`src/verilog/obi_integ_config.svh`:
```
`ifndef OBI_INTEG_CONFIG_SVH
`define OBI_INTEG_CONFIG_SVH

// --------------------------------------------------
// Memory geometry
// --------------------------------------------------

// Memory depth as log2 of the word count, 256 words by default
`define OBI_MEM_AW 8

// --------------------------------------------------
// Bus geometry
// --------------------------------------------------

// OBI address width in bits
`define OBI_ADDR_W 32

`endif

```
`src/verilog/obi_integ_pkg.sv`:
```
package obi_integ_pkg;

`include "obi_integ_config.svh"

    // --------------------------------------------------
    // Address phase of one OBI request
    // --------------------------------------------------
    typedef struct packed {
        // Byte address from the requester
        logic [`OBI_ADDR_W-1:0] addr;
        // Write enable, low for reads
        logic                   we;
        // One enable per byte lane
        logic [3:0]             be;
        // Write payload
        logic [31:0]            wdata;
    } obi_req_t;

    // Address-phase check bits
    // Bits 3..0 are address byte parity, bit 4 covers we and be, bit 5 covers wdata
    typedef logic [5:0] obi_achk_t;

    // --------------------------------------------------
    // Response phase
    // --------------------------------------------------
    typedef struct packed {
        logic [31:0] rdata;
        // Error flag for range, check or parity faults
        logic        err;
    } obi_rsp_t;

    // Response check bits
    // Bits 3..0 are rdata byte parity, bit 4 mirrors err
    typedef logic [4:0] obi_rchk_t;

    // One memory word, seen whole or per byte lane
    typedef union packed {
        logic [31:0]     word;
        logic [3:0][7:0] bytes;
    } obi_word_u;

endpackage

```
`src/verilog/obi_rsp_encoder.sv`:
```
module obi_rsp_encoder
    import obi_integ_pkg::*;
(
    // Handshake strobes of one port
    input  logic      gnt_i,
    input  logic      rvalid_i,
    // Response going back to the port
    input  obi_rsp_t  r_i,
    // Integrity outputs
    output logic      gntpar_o,
    output logic      rvalidpar_o,
    output obi_rchk_t rchk_o
);

    // --------------------------------------------------
    // Strobe parity
    // --------------------------------------------------

    // Odd parity on each strobe, so idle reads as 1
    assign gntpar_o    = ~gnt_i;
    assign rvalidpar_o = ~rvalid_i;

    // --------------------------------------------------
    // Response check bits
    // --------------------------------------------------

    // One parity bit per rdata byte
    for (genvar b = 0; b < 4; b++) begin : g_byte_par
        assign rchk_o[b] = ^r_i.rdata[8*b +: 8];
    end

    // err carried straight through
    assign rchk_o[4] = r_i.err;

endmodule

```
`config.mk`:
```
export PLATFORM = sky130hd
export DESIGN_NAME = obi_rsp_encoder
export DESIGN_NICKNAME = d
export VERILOG_FILES = /design/src/verilog/obi_integ_pkg.sv /design/src/verilog/obi_rsp_encoder.sv
export VERILOG_INCLUDE_DIRS = /design/src /design/src/verilog
export SDC_FILE = /design/constraint.sdc
export NUM_CORES = 1
export LEC_CHECK = 0
export BUFFER_PORTS_ARGS = -buffer_cell sky130_fd_sc_hd__buf_4
export CORE_AREA = 2 2 39 41
export DETAILED_ROUTE_END_ITERATION = 12
export DIE_AREA = 0 0 41 43
export MAX_ROUTING_LAYER = met4
export SLEW_MARGIN = 40
export SYNTH_ARGS = -nofsm -noshare
export SYNTH_HDL_FRONTEND = slang
export SYNTH_SLANG_ARGS = --single-unit
```
`constraint.sdc`:
```
create_clock -name vclk -period 1
set_clock_uncertainty 0.1 [all_clocks]
set_input_delay 0.1 -clock vclk [all_inputs]
set_output_delay 0.1 -clock vclk [all_outputs]
set_load 0.005 [all_outputs]
```
==> results of run 1 <==
what timing repair did:
item                                    4_1_cts  5_1_grt
endpoints found under the setup margin        4        4
pin swaps                                    20       10
gates resized for setup                      25       11
hold endpoints to repair                      0        0
area by class of cell:
type / count / area share
repair buffers: 40 / 0.493
multi-input cells: 28 / 0.471
inverters: 2 / 0.00977
well taps: 16 / 0.0261
final timing paths:
check,startpoint,to,slack (ps),cells past startpoint
max,r_i[2],rchk_o[0],6,5
min,r_i[0],rchk_o[4],100,0
through the flow:
stage	hold WS, ps	util	instance area [um^2]	setup WS [ps]
floorplan	127	-	260	231
global placement	100	0.414	573	-24.4
detailed placement	100	0.414	573	-28.4
CTS	100	0.514	712	-0.640
global route	100	0.555	768	-52.7
finish	100	0.555	768	5.63
power groups by stage:
stage / clock network [mW] / registers, mW / logic (mW)
6_report: 0 / 0 / 0.509
3_5_place_dp: 0 / 0 / 0.421
2_1_floorplan: 0 / 0 / 0.201
5_1_grt: 0 / 0 / 0.553
3_3_place_gp: 0 / 0 / 0.419
4_1_cts: 0 / 0 / 0.487
cell usage in the layout, fill, tap and decap left out, drive strengths merged:
cell type,instances
buf,40
xor2,4
xnor2,24
inv,2
cell families (layout without fill, tap and decap cells):
group | after synthesis | count (layout)
buffers and inverters | 3 | 42
XOR/XNOR | 28 | 28
metal layers:
layer	vias to the layer above	share of wire	track usage
met5	-	0	-
met4	0	0	0
met3	0	0.10	0.0105
met2	19	0.65	0.178
met1	146	0.25	0.0643
li1	167	-	-
==> results.tsv, run 1 <==
metric	value	unit
worstPathRequired	800	ps
die_w	41	um
first_global_vias	319	
p_sw	156	uW
power_frac_seq	0	
rows	14	
max-slew-margin-rel	0.884	
die_height	43	um
antenna_found_initial	0	
peakVddDrop	0.250	mV
dieArea	1760	um^2
synthDominantCellAreaShare	0.808	
critPathBufInv	2	
vias_per_cell	3.86	
n_fill_cell	138	
seqCellArea	0	um^2
yosys_warnings	0	
slew_viol_final	0	
synthSimpleGateAreaFrac	0	
synth_top_family_by_area	XOR/XNOR gates	
rsz0062_at_grt	yes	
wirelength	731	um
grt_max_degree	2	
p_per_area	663	nW/um^2
cts_setup_buffers	0	
clock_buffer_count	0	
p_int	353	uW
start_kind	primary input	
io_buffers	40	
nNetsFinal	107	
ios	42	
core	1380	um^2
slowest_stage	xnor2_1	
synth.area.mux_share	0	
arrival	790	ps
syn_area_per_cell	8.40	um^2
drc	0	
cp_max_fo	1	
syn_nets	66	
fmax	1010	MHz
cp_cell_sequence	buf_4 > xnor2_2 > xnor2_1 > xnor2_1 > buf_4	
ys_seq_area_frac	0	
max_stage_delay	190	ps
finalPower	509	uW
grt_overflow	0	
drt_iter0_drc	0	
layout_worst_path_cycle_share	0.994	
endpoint_kind	output pin	
netlist-cell-type-count	4	
tightest_slew	172	ps
initial_utilization	0.188	
design.seq.count	0	
via_count	332	
combPwrFrac	1.000	
wl_per_cell	8.50	um
insertedDiodeCount	0	
cp_top_family	XOR/XNOR gates	
postRouteAntennaNets	0	
swShare	0.306	
grt.total_usage	0.0813	
instances_no_fill	86	
areaGrowthSynthToFinish	195	%
netlist_top_cells_area	xnor2_1, xor2_1, buf_4	
gp_congestion	0.581	
outcome	finished, final reports clean	
synth_most_common_cell	xnor2_1	
synth_xor_xnor_area_share	0.942	
hp-class	in2out	
maxCapViolCount	0	
cellLeakagePower	0.372	nW
hold_violations	0	
fin_crit	994	ps
synth-compound-area-share	0	
synth_commonest_cells	xnor2_1, xor2_1, inv_1	
dp_cells	86	
cts_hold_buffers	0	
crit_type	in2out	
synth_area	260	um^2
multi_input_area	362	um^2
setup_viol	0	
final_layout_size_suffix_gt1_frac	0.771	
yosys.area.top_type	xnor2_1	
synthAdderAreaFrac	0	
drtPass1Iterations	1	
fin_setup_tns	0	ps
syn_inst	31	
pwr-share-clk	0	
grt_pass1_wl	1060	um
post-dp-hpwl	629	um
Note: power is estimated with default switching activity, not from simulation.
==> inputs of run 2 (changes only) <==
--- a/config.mk
+++ b/config.mk
@@ -11,6 +11,7 @@
 export DETAILED_ROUTE_END_ITERATION = 12
 export DIE_AREA = 0 0 41 43
 export MAX_ROUTING_LAYER = met4
+export SETUP_SLACK_MARGIN = 0.2
 export SLEW_MARGIN = 40
 export SYNTH_ARGS = -nofsm -noshare
 export SYNTH_HDL_FRONTEND = slang
==> run 2 against run 1 <==
  * Setup slack better by 9.4 ps
  * First-iteration DRC count stayed put
  * Core utilization is 2.4 points higher
  * Via count is 1.8% higher
  * Wire length is 1.9% higher
  * Final area is 4.4% higher
  * Critical endpoint is now rchk_o[2]
  * Largest power group unchanged
==> results.tsv, run 2 (synthesis results as in run 1) <==
metric	value	unit
via_count	338	
setup_viol	0	
final_layout_size_suffix_gt1_frac	0.771	
instances_no_fill	86	
drt_iter0_drc	0	
first_global_vias	329	
tightest_slew	172	ps
endpoint_kind	output pin	
peakVddDrop	0.268	mV
io_buffers	40	
cellLeakagePower	0.383	nW
post-dp-hpwl	629	um
p_per_area	650	nW/um^2
fmax	1020	MHz
layout_common_cells	buf_6, xnor2_2, xnor2_1	
initial_utilization	0.188	
ios	42	
whs	100	ps
areaGrowthSynthToFinish	208	%
grt.total_usage	0.0885	
fin_crit	985	ps
final_common_cell	buf_6	
start_kind	primary input	
seqCellArea	0	um^2
fin_setup_tns	0	ps
rows	14	
gp_congestion	0.581	
vias_per_cell	3.93	
slew_viol_final	0	
nNetsFinal	107	
drc	0	
arrival	790	ps
design.seq.count	0	
die_w	41	um
clock_buffer_count	0	
finalPower	521	uW
hp-class	in2out	
hold_violations	0	
dp_cells	86	
grt_overflow	0	
cts_setup_buffers	0	
cp_max_fo	1	
grt_pass1_wl	1140	um
drtPass1Iterations	1	
wl_per_cell	8.66	um
postRouteAntennaNets	0	
die_height	43	um
max-slew-margin-rel	0.884	
maxCapViolCount	0	
insertedDiodeCount	0	
wirelength	745	um
grt_max_degree	2	
dieArea	1760	um^2
antenna_found_initial	0	
layout_worst_path_cycle_share	0.985	
cts_hold_buffers	0	
rsz0062_at_grt	yes	
core	1380	um^2
outcome	finished, final reports clean	
worstPathRequired	800	ps
n_fill_cell	130	
crit_type	in2out	
fin_util	0.580	
==> run 2: cell types whose count changed in the layout (fill, tap and decap cells not counted) <==
cell   previous run  this run
buf_6            21        30
buf_4            19        10
==> run 2: area by class of cell <==
type | count | area, um^2 | area share
multi-input cells | 28 | 362 | 0.451
repair buffers | 40 | 413 | 0.515
inverters | 2 | 7.51 | 0.00936
well taps | 16 | 20.0 | 0.0250
==> run 2: worst paths after layout <==
path     from        end  slack [ps]  cells past startpoint
max   r_i[17]  rchk_o[2]          10                      5
min    r_i[0]  rchk_o[4]         100                      0
==> run 2: routing by layer <==
metal / vias up / global-route usage / part of all wire
met1: 152 / 0.0675 / 0.24
met4: 0 / 0 / 0
met3: 0 / 0.0105 / 0.10
met5: - / - / 0
met2: 19 / 0.197 / 0.66
li1: 167 / - / -
==> run 2: repair_timing <==
action | in CTS | in global routing
cloned | 0 | 0
endpoints found under the setup margin | 4 | 4
resized for setup | 40 | 5
pin swaps | 26 | 5
==> run 2: worst max-delay path, stage by stage <==
cell and delay (ps):
buf_6 90, xnor2_2 120, xnor2_1 190, xnor2_1 140, buf_4 130
==> run 2: stage by stage <==
stage / instance area, um^2 / setup WS, ps
5_1_grt: 802 / -46.6
3_3_place_gp: 573 / -24.4
2_1_floorplan: 260 / 231
4_1_cts: 768 / -0.640
6_report: 802 / 15.0
3_5_place_dp: 573 / -28.4
==> run 2: where the power goes <==
part           switching (mW)  internal, mW
Sequential                  0             0
Clock                       0             0
Combinational           0.157         0.365
Total                   0.157         0.365
==> inputs of run 3 (changes only) <==
--- a/config.mk
+++ b/config.mk
@@ -11,6 +11,7 @@
 export DETAILED_ROUTE_END_ITERATION = 12
 export DIE_AREA = 0 0 41 43
 export MAX_ROUTING_LAYER = met4
+export PLACE_DENSITY = 0.66
 export SETUP_SLACK_MARGIN = 0.2
 export SLEW_MARGIN = 40
 export SYNTH_ARGS = -nofsm -noshare
==> run 3 against run 2 <==
  * Non-clock buffer count is the same
  * Setup slack lost 38 ps
  * Critical path type unchanged
  * The flow now finishes with violations (negative setup slack)
  * Highest routed layer unchanged
  * Sequential share of layout area is the same
  * Combinational power is essentially flat
  * Clock-buffer cell count is the same
  * First-iteration DRC count is the same
  * Critical path depth is the same
  * Cell count is the same
  * Core utilization shrank 1.9 points
==> results.tsv, run 3 (synthesis results as in run 1) <==
metric	value	unit
grt.total_usage	0.0991	
slew_viol_final	0	
crit_start	r_i[27]	
post-dp-hpwl	649	um
p_sw	169	uW
max-slew-margin-rel	0.870	
via_count	339	
violations	negative setup slack	
final_common_cell	buf_4	
tightest_slew	193	ps
hold_violations	0	
top_layer	met3	
arrival	820	ps
cp_cell_sequence	buf_6 > xnor2_2 > xnor2_1 > xnor2_1 > buf_4	
endpoint_kind	output pin	
wirelength	869	um
crit_top_cell	xnor2_1	
crit_type	in2out	
layout_worst_path_cycle_share	1.02	
start_kind	primary input	
gp_congestion	0.627	
wl_met3	45	um
pwr-share-clk	0	
met2_length	612	um
io_buffers	40	
swShare	0.325	
max_stage_delay	210	ps
areaGrowthSynthToFinish	198	%
slowest_stage	xnor2_1	
hp-class	in2out	
setup_ws	-23.4	ps
dieArea	1760	um^2
rsz0062_at_grt	yes	
initial_utilization	0.188	
postRouteAntennaNets	0	
cts_hold_buffers	0	
fin_setup_tns	-25.1	ps
fin_crit	1020	ps
setup_viol	2	
drtPass1Iterations	1	
cp_max_fo	1	
grt_overflow	0	
grt_pass1_wl	1180	um
layout_common_cells	buf_4, buf_6, xnor2_1	
dpl_cell_area	573	um^2
whs	100	ps
wl_met1	211	um
fmax	977	MHz
power_frac_seq	0	
antenna_found_initial	0	
drc	0	
final_layout_size_suffix_gt1_frac	0.800	
p_int	350	uW
worstPathRequired	800	ps
drt_iter0_drc	0	
wl_per_cell	10.1	um
vias_per_cell	3.94	
outcome	finished with violations	
p_per_area	669	nW/um^2
cts_setup_buffers	0	
min-delay-start	r_i[0]	
ios	42	
rows	14	
grt_max_degree	2	
combPwrFrac	1.000	
maxCapViolCount	0	
first_global_vias	322	
nNetsFinal	107	
die_height	43	um
die_w	41	um
finalInstanceArea	776	um^2
place_ws	-38.8	ps
design.seq.count	0	
peakVddDrop	0.256	mV
seqCellArea	0	um^2
core	1380	um^2
insertedDiodeCount	0	
cellLeakagePower	0.368	nW
clock_buffer_count	0	
run 3: changes by cell type in the layout (fill, tap and decap cells not counted):
cell,previous run,this run
buf_4,10,21
buf_6,30,19
xor2_1,3,0
xor2_2,1,4
xnor2_1,11,12
xnor2_2,12,11
run 3: power by group through the flow:
| stage | Sequential, mW | Combinational (mW) | Clock [mW] |
|---|---|---|---|
| 6_report | 0 | 0.519 | 0 |
| 5_1_grt | 0 | 0.555 | 0 |
| 4_1_cts | 0 | 0.507 | 0 |
| 3_5_place_dp | 0 | 0.427 | 0 |
| 3_3_place_gp | 0 | 0.423 | 0 |
| 2_1_floorplan | 0 | 0.201 | 0 |
run 3: final cells by class:
class / count / area (um^2)
Fill cell: 113 / 608
Inverter: 2 / 7.51
Multi-Input combinational cell: 28 / 377
Tap cell: 16 / 20.0
Timing Repair Buffer: 40 / 372
run 3: timing repair:
item,in CTS,in global routing
pin swaps,20,7
endpoints found under the setup margin,4,4
gates resized for setup,31,5
run 3: path summary, 6_finish.rpt:
kind,end,slack [ps],depth (start not counted)
setup / recovery,rchk_o[3],-20,5
hold / removal,rchk_o[4],100,0
run 3: critical path: cells and delay by family:
| family | cells | cell delay [ps] |
|---|---|---|
| buffers and inverters | 2 | 230 |
| xor gates and xnor gates | 3 | 490 |
run 3: layer usage:
metal / GRT usage / up-vias
li1: - / 164
met1: 0.0682 / 160
met2: 0.234 / 15
met3: 0 / 0
met4: 0 / 0
met5: - / -
run 3: per-stage QoR:
stage / util / total power [mW] / cells
floorplan: - / 0.201 / 31
CTS: 0.542 / 0.507 / 86
finish: 0.561 / 0.519 / 86
global route: 0.561 / 0.555 / 86
global placement: 0.414 / 0.423 / 86
detailed placement: 0.414 / 0.427 / 86
