$ cat src/verilog/obi_integ_config.svh
`ifndef OBI_INTEG_CONFIG_SVH
`define OBI_INTEG_CONFIG_SVH

// --------------------------------------------------
// Memory geometry
// --------------------------------------------------

// Memory depth as log2 of the word count, 256 words by default
`define OBI_MEM_AW 8

// --------------------------------------------------
// Bus geometry
// --------------------------------------------------

// OBI address width in bits
`define OBI_ADDR_W 32

`endif

$ cat src/verilog/obi_integ_pkg.sv
package obi_integ_pkg;

`include "obi_integ_config.svh"

    // --------------------------------------------------
    // Address phase of one OBI request
    // --------------------------------------------------
    typedef struct packed {
        // Byte address from the requester
        logic [`OBI_ADDR_W-1:0] addr;
        // Write enable, low for reads
        logic                   we;
        // One enable per byte lane
        logic [3:0]             be;
        // Write payload
        logic [31:0]            wdata;
    } obi_req_t;

    // Address-phase check bits
    // Bits 3..0 are address byte parity, bit 4 covers we and be, bit 5 covers wdata
    typedef logic [5:0] obi_achk_t;

    // --------------------------------------------------
    // Response phase
    // --------------------------------------------------
    typedef struct packed {
        logic [31:0] rdata;
        // Error flag for range, check or parity faults
        logic        err;
    } obi_rsp_t;

    // Response check bits
    // Bits 3..0 are rdata byte parity, bit 4 mirrors err
    typedef logic [4:0] obi_rchk_t;

    // One memory word, seen whole or per byte lane
    typedef union packed {
        logic [31:0]     word;
        logic [3:0][7:0] bytes;
    } obi_word_u;

endpackage

$ cat src/verilog/obi_port_arbiter.sv
module obi_port_arbiter
    import obi_integ_pkg::*;
(
    input  logic     clk_i,
    input  logic     rst_i,
    // Instruction port
    input  logic     instr_req_i,
    input  logic     instr_bad_i,
    input  obi_req_t instr_a_i,
    // Data port
    input  logic     data_req_i,
    input  logic     data_bad_i,
    input  obi_req_t data_a_i,
    // Grants, same cycle as req
    output logic     instr_gnt_o,
    output logic     data_gnt_o,
    // Memory side
    output logic     mem_en_o,
    output logic     mem_suppress_o,
    output obi_req_t mem_a_o,
    input  obi_rsp_t mem_rsp_i,
    // Responses steered back to the ports
    output logic     instr_rvalid_o,
    output logic     data_rvalid_o,
    output obi_rsp_t instr_r_o,
    output obi_rsp_t data_r_o
);

    // --------------------------------------------------
    // Fixed priority grant
    // --------------------------------------------------

    // Bit 0 is instr, bit 1 is data
    logic [1:0] gnt_vec;
    logic [1:0] winner_q;

    // Data always wins
    assign gnt_vec[1] = data_req_i;
    // Instr only on a cycle without data
    assign gnt_vec[0] = instr_req_i & ~data_req_i;

    assign data_gnt_o  = gnt_vec[1];
    assign instr_gnt_o = gnt_vec[0];

    // Memory is busy whenever someone is granted
    assign mem_en_o = |gnt_vec;

    // Address phase and suppress follow the winner
    assign mem_a_o        = gnt_vec[1] ? data_a_i : instr_a_i;
    assign mem_suppress_o = gnt_vec[1] ? data_bad_i : instr_bad_i;

    // --------------------------------------------------
    // Winner tracking
    // --------------------------------------------------

    // Remembers the granted port for the response cycle
    always_ff @(posedge clk_i) begin
        if (rst_i) begin
            winner_q <= 2'b00;
        end else begin
            winner_q <= gnt_vec;
        end
    end

    // rvalid one cycle after the granting edge
    assign instr_rvalid_o = winner_q[0];
    assign data_rvalid_o  = winner_q[1];

    // Idle port sees a zero response
    assign instr_r_o = winner_q[0] ? mem_rsp_i : '0;
    assign data_r_o  = winner_q[1] ? mem_rsp_i : '0;

endmodule

$ cat config.mk
export PLATFORM = sky130hd
export DESIGN_NAME = obi_port_arbiter
export DESIGN_NICKNAME = d
export VERILOG_FILES = /design/src/verilog/obi_integ_pkg.sv /design/src/verilog/obi_port_arbiter.sv
export VERILOG_INCLUDE_DIRS = /design/src /design/src/verilog
export SDC_FILE = /design/constraint.sdc
export NUM_CORES = 1
export LEC_CHECK = 0
export BUFFER_PORTS_ARGS = -buffer_cell sky130_fd_sc_hd__buf_2
export CORE_AREA = 10 10 116 118
export CTS_CLUSTER_DIAMETER = 150
export CTS_CLUSTER_SIZE = 30
export DETAILED_ROUTE_END_ITERATION = 7
export DIE_AREA = 0 0 126 128
export GPL_ROUTABILITY_DRIVEN = 0
export HOLD_SLACK_MARGIN = 0.03
export PLACE_DENSITY = 0.6
export SLEW_MARGIN = 20
export SYNTH_ARGS = -nofsm -noshare
export SYNTH_HDL_FRONTEND = slang
export SYNTH_SLANG_ARGS = --single-unit
export TNS_END_PERCENT = 20
$ cat constraint.sdc
create_clock -name clk_i -period 2.3 [get_ports clk_i]
set_clock_uncertainty 0.2 [all_clocks]
set_input_delay 0.46 -clock clk_i [delete_from_list [all_inputs] [get_ports clk_i]]
set_output_delay 0.46 -clock clk_i [all_outputs]
set_load 0.02 [all_outputs]
==> impl_metrics.yaml, run 1 <==
clock_network:
  clock-root-buffer: "sky130_fd_sc_hd__clkbuf_16"
  cts_buffer_depth: 2
  clock-sinks: 2
  numCtsBuffers: 3
  number_of_h_tree_levels: 1
  clock_tree_from_tritoncts: "done"
  path_clk_slew_ns: 0.03
  cts_hold_buffers: 0
  postCtsResizedCells: 0
  cts_post_setup_buffers_inserted: 0
timing:
  fmax_mhz: 464
  final-max-slew-violation-count: 0
  worst_slew_pin_slew_ns: 0.305
  final.setup.tns_ns: 0
  holdWs_ns: 0.216
  report.final.setup_viol: 0
  max_slew_margin: 0.796
  period_needed_ns: 2.15
  post-route-period-util: 0.937
  grt_setup_unrepaired: "false"
  fin_ws_ns: 0.146
  final_hold_viol_count: 0
final_layout:
  area_growth_syn_to_layout_pct: 114
  antenna_cells_inserted: 0
  drive_gt1_frac: 0.849
  stdcell_count: 612
  postLayoutCellArea_um2: 3400
  multiInputGateArea_um2: 1440
  largest_register_ff_count: 2
  layout.area.seq_um2: 40.0
  max_flop_register: "winner_q"
  layout.filler_cells: 1165
  nNetsFinal: 648
  registers_with_the_most_flip_flops: "winner_q x2"
synth:
  syn_inst: 157
  synth_seq_cells: 2
  synth_area_per_cell_um2: 10.1
  synth_fp_nets: 334
  yosysSeqAreaShare: 0.0252
  post_synth_num_cell_types: 11
  yosys_warnings: 0
  mapped_area_um2: 1590
floorplan:
  placementRows: 39
  die_width_um: 126
  start_util: 0.142
  die_area_um2: 16100
  core_um2: 11200
  num_io_pins: 318
  die-height_um: 128
route:
  drt.antenna.violating_nets: 0
  via_count: 2360
  drc: 0
  totalWireLength_mm: 11.0
  vias_per_cell: 3.86
  wl_per_cell_um: 18.0
  drt-pass1-iter-count: 4
  drt_iter0_markers: 26
critical_path:
  worstSetupPathType: "primary input to output port"
  setup.worst_path.end_class: "output port"
  worstPathArrival_ns: 1.49
  timing.critical_path.fanout_max: 23
  required_ns: 1.64
  crit_path_start_kind: "primary input"
placed_design:
  dp_hpwl_mm: 10.5
  port-buffer-count: 317
  placedInstanceArea_um2: 3320
  dpl_worst_slack_ns: 0.149
  total_instance_count_after_detailed_placement: 609
global_routing:
  vias_in_the_first_global_route: 2769
  grt_max_degree: 35
  globalRouteOverflowTotal: 0
  grt_first_pass_wirelength_mm: 15.9
  grt_antenna_before_repair: 1
  grt_util_all_layers: 0.121
hold_path:
  hold_class: "primary input to flip-flop"
power_and_ir_drop:
  total_leakage_power_nw: 2.15
  power_density_nw_per_um2: 302
  max-vdd-ir-drop_uv: 277
run:
  max-cap-violations: 0
outcome:
  outcome: "finished, final reports clean"
[logic make-up (layout without fill, tap and decap cells)]
logic type,count (synthesis),in the layout,share of synthesized area
buffers and inverters,15,327,0.0715
muxes,70,70,0.627
and+or+nand+nor,70,70,0.276
DFF,2,2,0.0252
[cells in the final DEF, fill, tap and decap left out]
| cell | synthesis | layout |
|---|---|---|
| sky130_fd_sc_hd__and2_1 | 66 | 66 |
| sky130_fd_sc_hd__buf_12 | 0 | 2 |
| sky130_fd_sc_hd__buf_2 | 1 | 316 |
| sky130_fd_sc_hd__buf_4 | 1 | 6 |
| sky130_fd_sc_hd__clkbuf_16 | 0 | 3 |
| sky130_fd_sc_hd__dfxtp_1 | 2 | 2 |
| sky130_fd_sc_hd__mux2_2 | 14 | 14 |
| sky130_fd_sc_hd__mux2_4 | 56 | 56 |
| sky130_fd_sc_hd__nor2b_1 | 2 | 2 |
| sky130_fd_sc_hd__nor3b_1 | 1 | 1 |
| sky130_fd_sc_hd__or2_2 | 1 | 1 |
[per-stage QoR]
stage / total power [mW] / utilization
after global placement: 0.776 / 0.296
after CTS: 1.05 / 0.303
after global routing: 1.09 / 0.303
final: 1.03 / 0.303
after detailed placement: 0.784 / 0.296
after floorplan: 0.461 / -
[report_power, final]
part           switching [mW]  internal (mW)  leakage (nW)
logic                   0.374          0.359          2.10
clock network          0.0362          0.221        0.0370
registers            0.000338         0.0366        0.0166
total                   0.410          0.617          2.15
[critical path, cell delays in order]
cell and delay, ns:
sky130_fd_sc_hd__buf_4 0.28, sky130_fd_sc_hd__buf_12 0.25, sky130_fd_sc_hd__mux2_4 0.32, sky130_fd_sc_hd__buf_2 0.16
[Yosys cell counts, drive strengths merged]
| cell type | n | area (um2) |
|---|---|---|
| nor3b | 1 | 7.51 |
| mux2 | 70 | 998 |
| and2 | 66 | 413 |
| buf | 9 | 91.3 |
| nor2b | 2 | 12.5 |
| or2 | 1 | 6.26 |
| dfxtp | 2 | 40.0 |
| clkbuf | 6 | 22.5 |
[worst paths after layout]
kind,from,end,slack [ns],depth (start not counted)
worst max-delay path,data_req_i,mem_a_o[51],0.15,4
worst min-delay path,rst_i,winner_q[1]$_SDFF_PP0_,0.22,2
[area by class of cell]
type                            count  area share
Timing Repair Buffer              324       0.490
Multi-Input combinational cell    140       0.423
Tap cell                          143      0.0527
Clock buffer                        3      0.0221
Sequential cell                     2      0.0118
[per-layer routing]
metal  share of wire  track usage
met1            0.32        0.107
met2            0.54        0.242
met3            0.14       0.0674
met4          0.0060       0.0121
met5               0            0
No activity file was read; power rests on OpenSTA's default activity.
==> run 2, diff against run 1 <==
--- a/config.mk
+++ b/config.mk
@@ -6,6 +6,7 @@
 export SDC_FILE = /design/constraint.sdc
 export NUM_CORES = 1
 export LEC_CHECK = 0
+export ABC_AREA = 1
 export BUFFER_PORTS_ARGS = -buffer_cell sky130_fd_sc_hd__buf_2
 export CORE_AREA = 10 10 116 118
 export CTS_CLUSTER_DIAMETER = 150
==> impl_metrics.yaml, run 2 <==
hold_path:
  hold_class: "primary input to flip-flop"
critical_path:
  crit_path_start_kind: "primary input"
  worstPathArrival_ns: 1.30
  timing.critical_path.fanout_max: 26
  slowest_delay_ns: 0.19
  worstSetupPathType: "primary input to output port"
  critical_path.cell_chain: "buf_2 -> inv_6 -> buf_12 -> nand2_1 -> inv_1 -> buf_2"
  worst_path_max_delay_cell: "sky130_fd_sc_hd__buf_12"
  cell_repeated_most_along_the_worst_path: "sky130_fd_sc_hd__buf_2"
  setup.worst_path.end_class: "output port"
  required_ns: 1.64
route:
  vias_per_cell: 3.75
  detail_route.wirelength.met1_mm: 4.06
  drt.antenna.violating_nets: 0
  totalWireLength_mm: 11.3
  drt_iter0_markers: 122
  detailroute.wirelength.met3_mm: 1.77
  drc: 0
  drt-pass1-iter-count: 5
  wl_per_cell_um: 13.8
  via_count: 3073
  detailroute.wirelength.met2_mm: 5.43
  routed.top_layer: "met4"
final_layout:
  drive_gt1_frac: 0.485
  registers_with_the_most_flip_flops: "winner_q x2"
  max_flop_register: "winner_q"
  antenna_cells_inserted: 0
  largest_register_ff_count: 2
  nNetsFinal: 855
  area_growth_syn_to_layout_pct: 115
  final_cell_mix: "sky130_fd_sc_hd__buf_2, sky130_fd_sc_hd__nand2_1, sky130_fd_sc_hd__inv_1, sky130_fd_sc_hd__buf_12, sky130_fd_sc_hd__clkbuf_16"
  most_frequent_standard_cell_in_the_layout_excluding_fill_and_tap_cells: "sky130_fd_sc_hd__buf_2"
run:
  max-cap-violations: 0
global_routing:
  grt_util_all_layers: 0.122
  globalRouteOverflowTotal: 0
  grt_antenna_before_repair: 0
  grt_first_pass_wirelength_mm: 16.5
  grt_max_degree: 41
  vias_in_the_first_global_route: 3092
placed_design:
  port-buffer-count: 317
  dp_hpwl_mm: 10.3
synth:
  dominantRegCellSynth: "sky130_fd_sc_hd__dfxtp_1"
  post_synth_num_cell_types: 9
  synth_enable_flop_cells: 0
  synth.most_common_cell: "sky130_fd_sc_hd__nand2_1"
  yosys_warnings: 0
  post-synth-top-area-cell: "sky130_fd_sc_hd__nand2_1"
  synth_seq_cells: 2
  syn_inst: 374
  yosysSeqAreaShare: 0.0262
  synth_top_cells_by_count: "sky130_fd_sc_hd__nand2_1, sky130_fd_sc_hd__inv_1, sky130_fd_sc_hd__buf_2"
  post_synth_main_area_contributors: "sky130_fd_sc_hd__nand2_1, sky130_fd_sc_hd__inv_1, sky130_fd_sc_hd__buf_6, sky130_fd_sc_hd__buf_2, sky130_fd_sc_hd__dfxtp_1"
  synth_fp_nets: 551
  async_flop_share: 0
  synth_area_per_cell_um2: 4.09
  mapped_area_um2: 1530
  synth.top_cell.area_share: 0.680
clock_network:
  cts_post_setup_buffers_inserted: 0
  path_clk_slew_ns: 0.03
  postCtsResizedCells: 0
  cts_buffer_depth: 2
  numCtsBuffers: 3
  cts_hold_buffers: 0
  clock-root-buffer: "sky130_fd_sc_hd__clkbuf_16"
  clock_tree_from_tritoncts: "done"
  number_of_h_tree_levels: 1
  clock-sinks: 2
floorplan:
  die-height_um: 128
  die_width_um: 126
  num_io_pins: 318
  core_um2: 11200
  start_util: 0.136
  placementRows: 39
  die_area_um2: 16100
timing:
  fmax_mhz: 510
  grt_setup_unrepaired: "false"
  report.final.setup_viol: 0
  max_slew_margin: 0.773
  period_needed_ns: 1.96
  final.setup.tns_ns: 0
  final_hold_viol_count: 0
  final-max-slew-violation-count: 0
  worst_slew_pin_slew_ns: 0.340
  post-route-period-util: 0.853
power_and_ir_drop:
  power_mw: 0.991
  total_leakage_power_nw: 2.78
  max-vdd-ir-drop_uv: 360
  power_density_nw_per_um2: 301
outcome:
  outcome: "finished, final reports clean"
==> run 2: cell count changes after synthesis, moves of 2 or more <==
cell	before	now
sky130_fd_sc_hd__nand2_1	0	277
sky130_fd_sc_hd__inv_1	0	67
sky130_fd_sc_hd__and2_1	66	0
sky130_fd_sc_hd__mux2_4	56	0
sky130_fd_sc_hd__mux2_2	14	0
sky130_fd_sc_hd__buf_2	1	14
sky130_fd_sc_hd__clkbuf_1	6	0
sky130_fd_sc_hd__nor2_1	0	2
sky130_fd_sc_hd__nor2b_1	2	0
==> run 2: worst paths after layout <==
kind  startpoint                endpoint  slack, ns  depth (start not counted)
max   data_req_i             instr_gnt_o       0.34                          6
min        rst_i  winner_q[0]$_SDFF_PP0_       0.22                          2
==> run 2: final cells by class <==
type,count,area [um2]
flip-flops and latches,2,40.0
multi-input cells,280,1050
fillers,1309,7930
inverters,68,260
clock buffers,3,75.1
repair buffers,323,1680
well taps,143,179
==> run 2: cells by family (layout without fill, tap and decap cells) <==
kind of cell	Yosys count	after routing	share of synthesized area
DFF	2	2	0.0262
buffers and inverters	92	394	0.285
and+or+nand+nor	280	280	0.689
==> run 2: critical path: cells and delay by family <==
family | cells | cell delay, ns
simple gates | 1 | 0.09
buf+inv | 5 | 0.74
==> run 2: layer usage <==
metal	up-vias	global-route usage
met1	1230	0.123
met3	5	0.0753
li1	1636	-
met4	0	0.0154
met2	202	0.215
met5	-	0
==> run 2: stage by stage <==
step                      area [um2]  hold slack [ns]  setup WS [ns]  instances  utilization
after floorplan                 1530            0.332          0.658        374            -
after global placement          3210            0.471          0.347        816        0.286
after detailed placement        3210            0.457          0.329        816        0.286
after CTS                       3290            0.225          0.329        819        0.293
after global routing            3290            0.238          0.267        819        0.293
final                           3290            0.216          0.339        819        0.293
==> run 2: power breakdown <==
part           leakage [nW]  switching, mW  internal (mW)
registers            0.0166       0.000378         0.0366
clock network        0.0370         0.0463          0.222
logic                  2.72          0.417          0.268
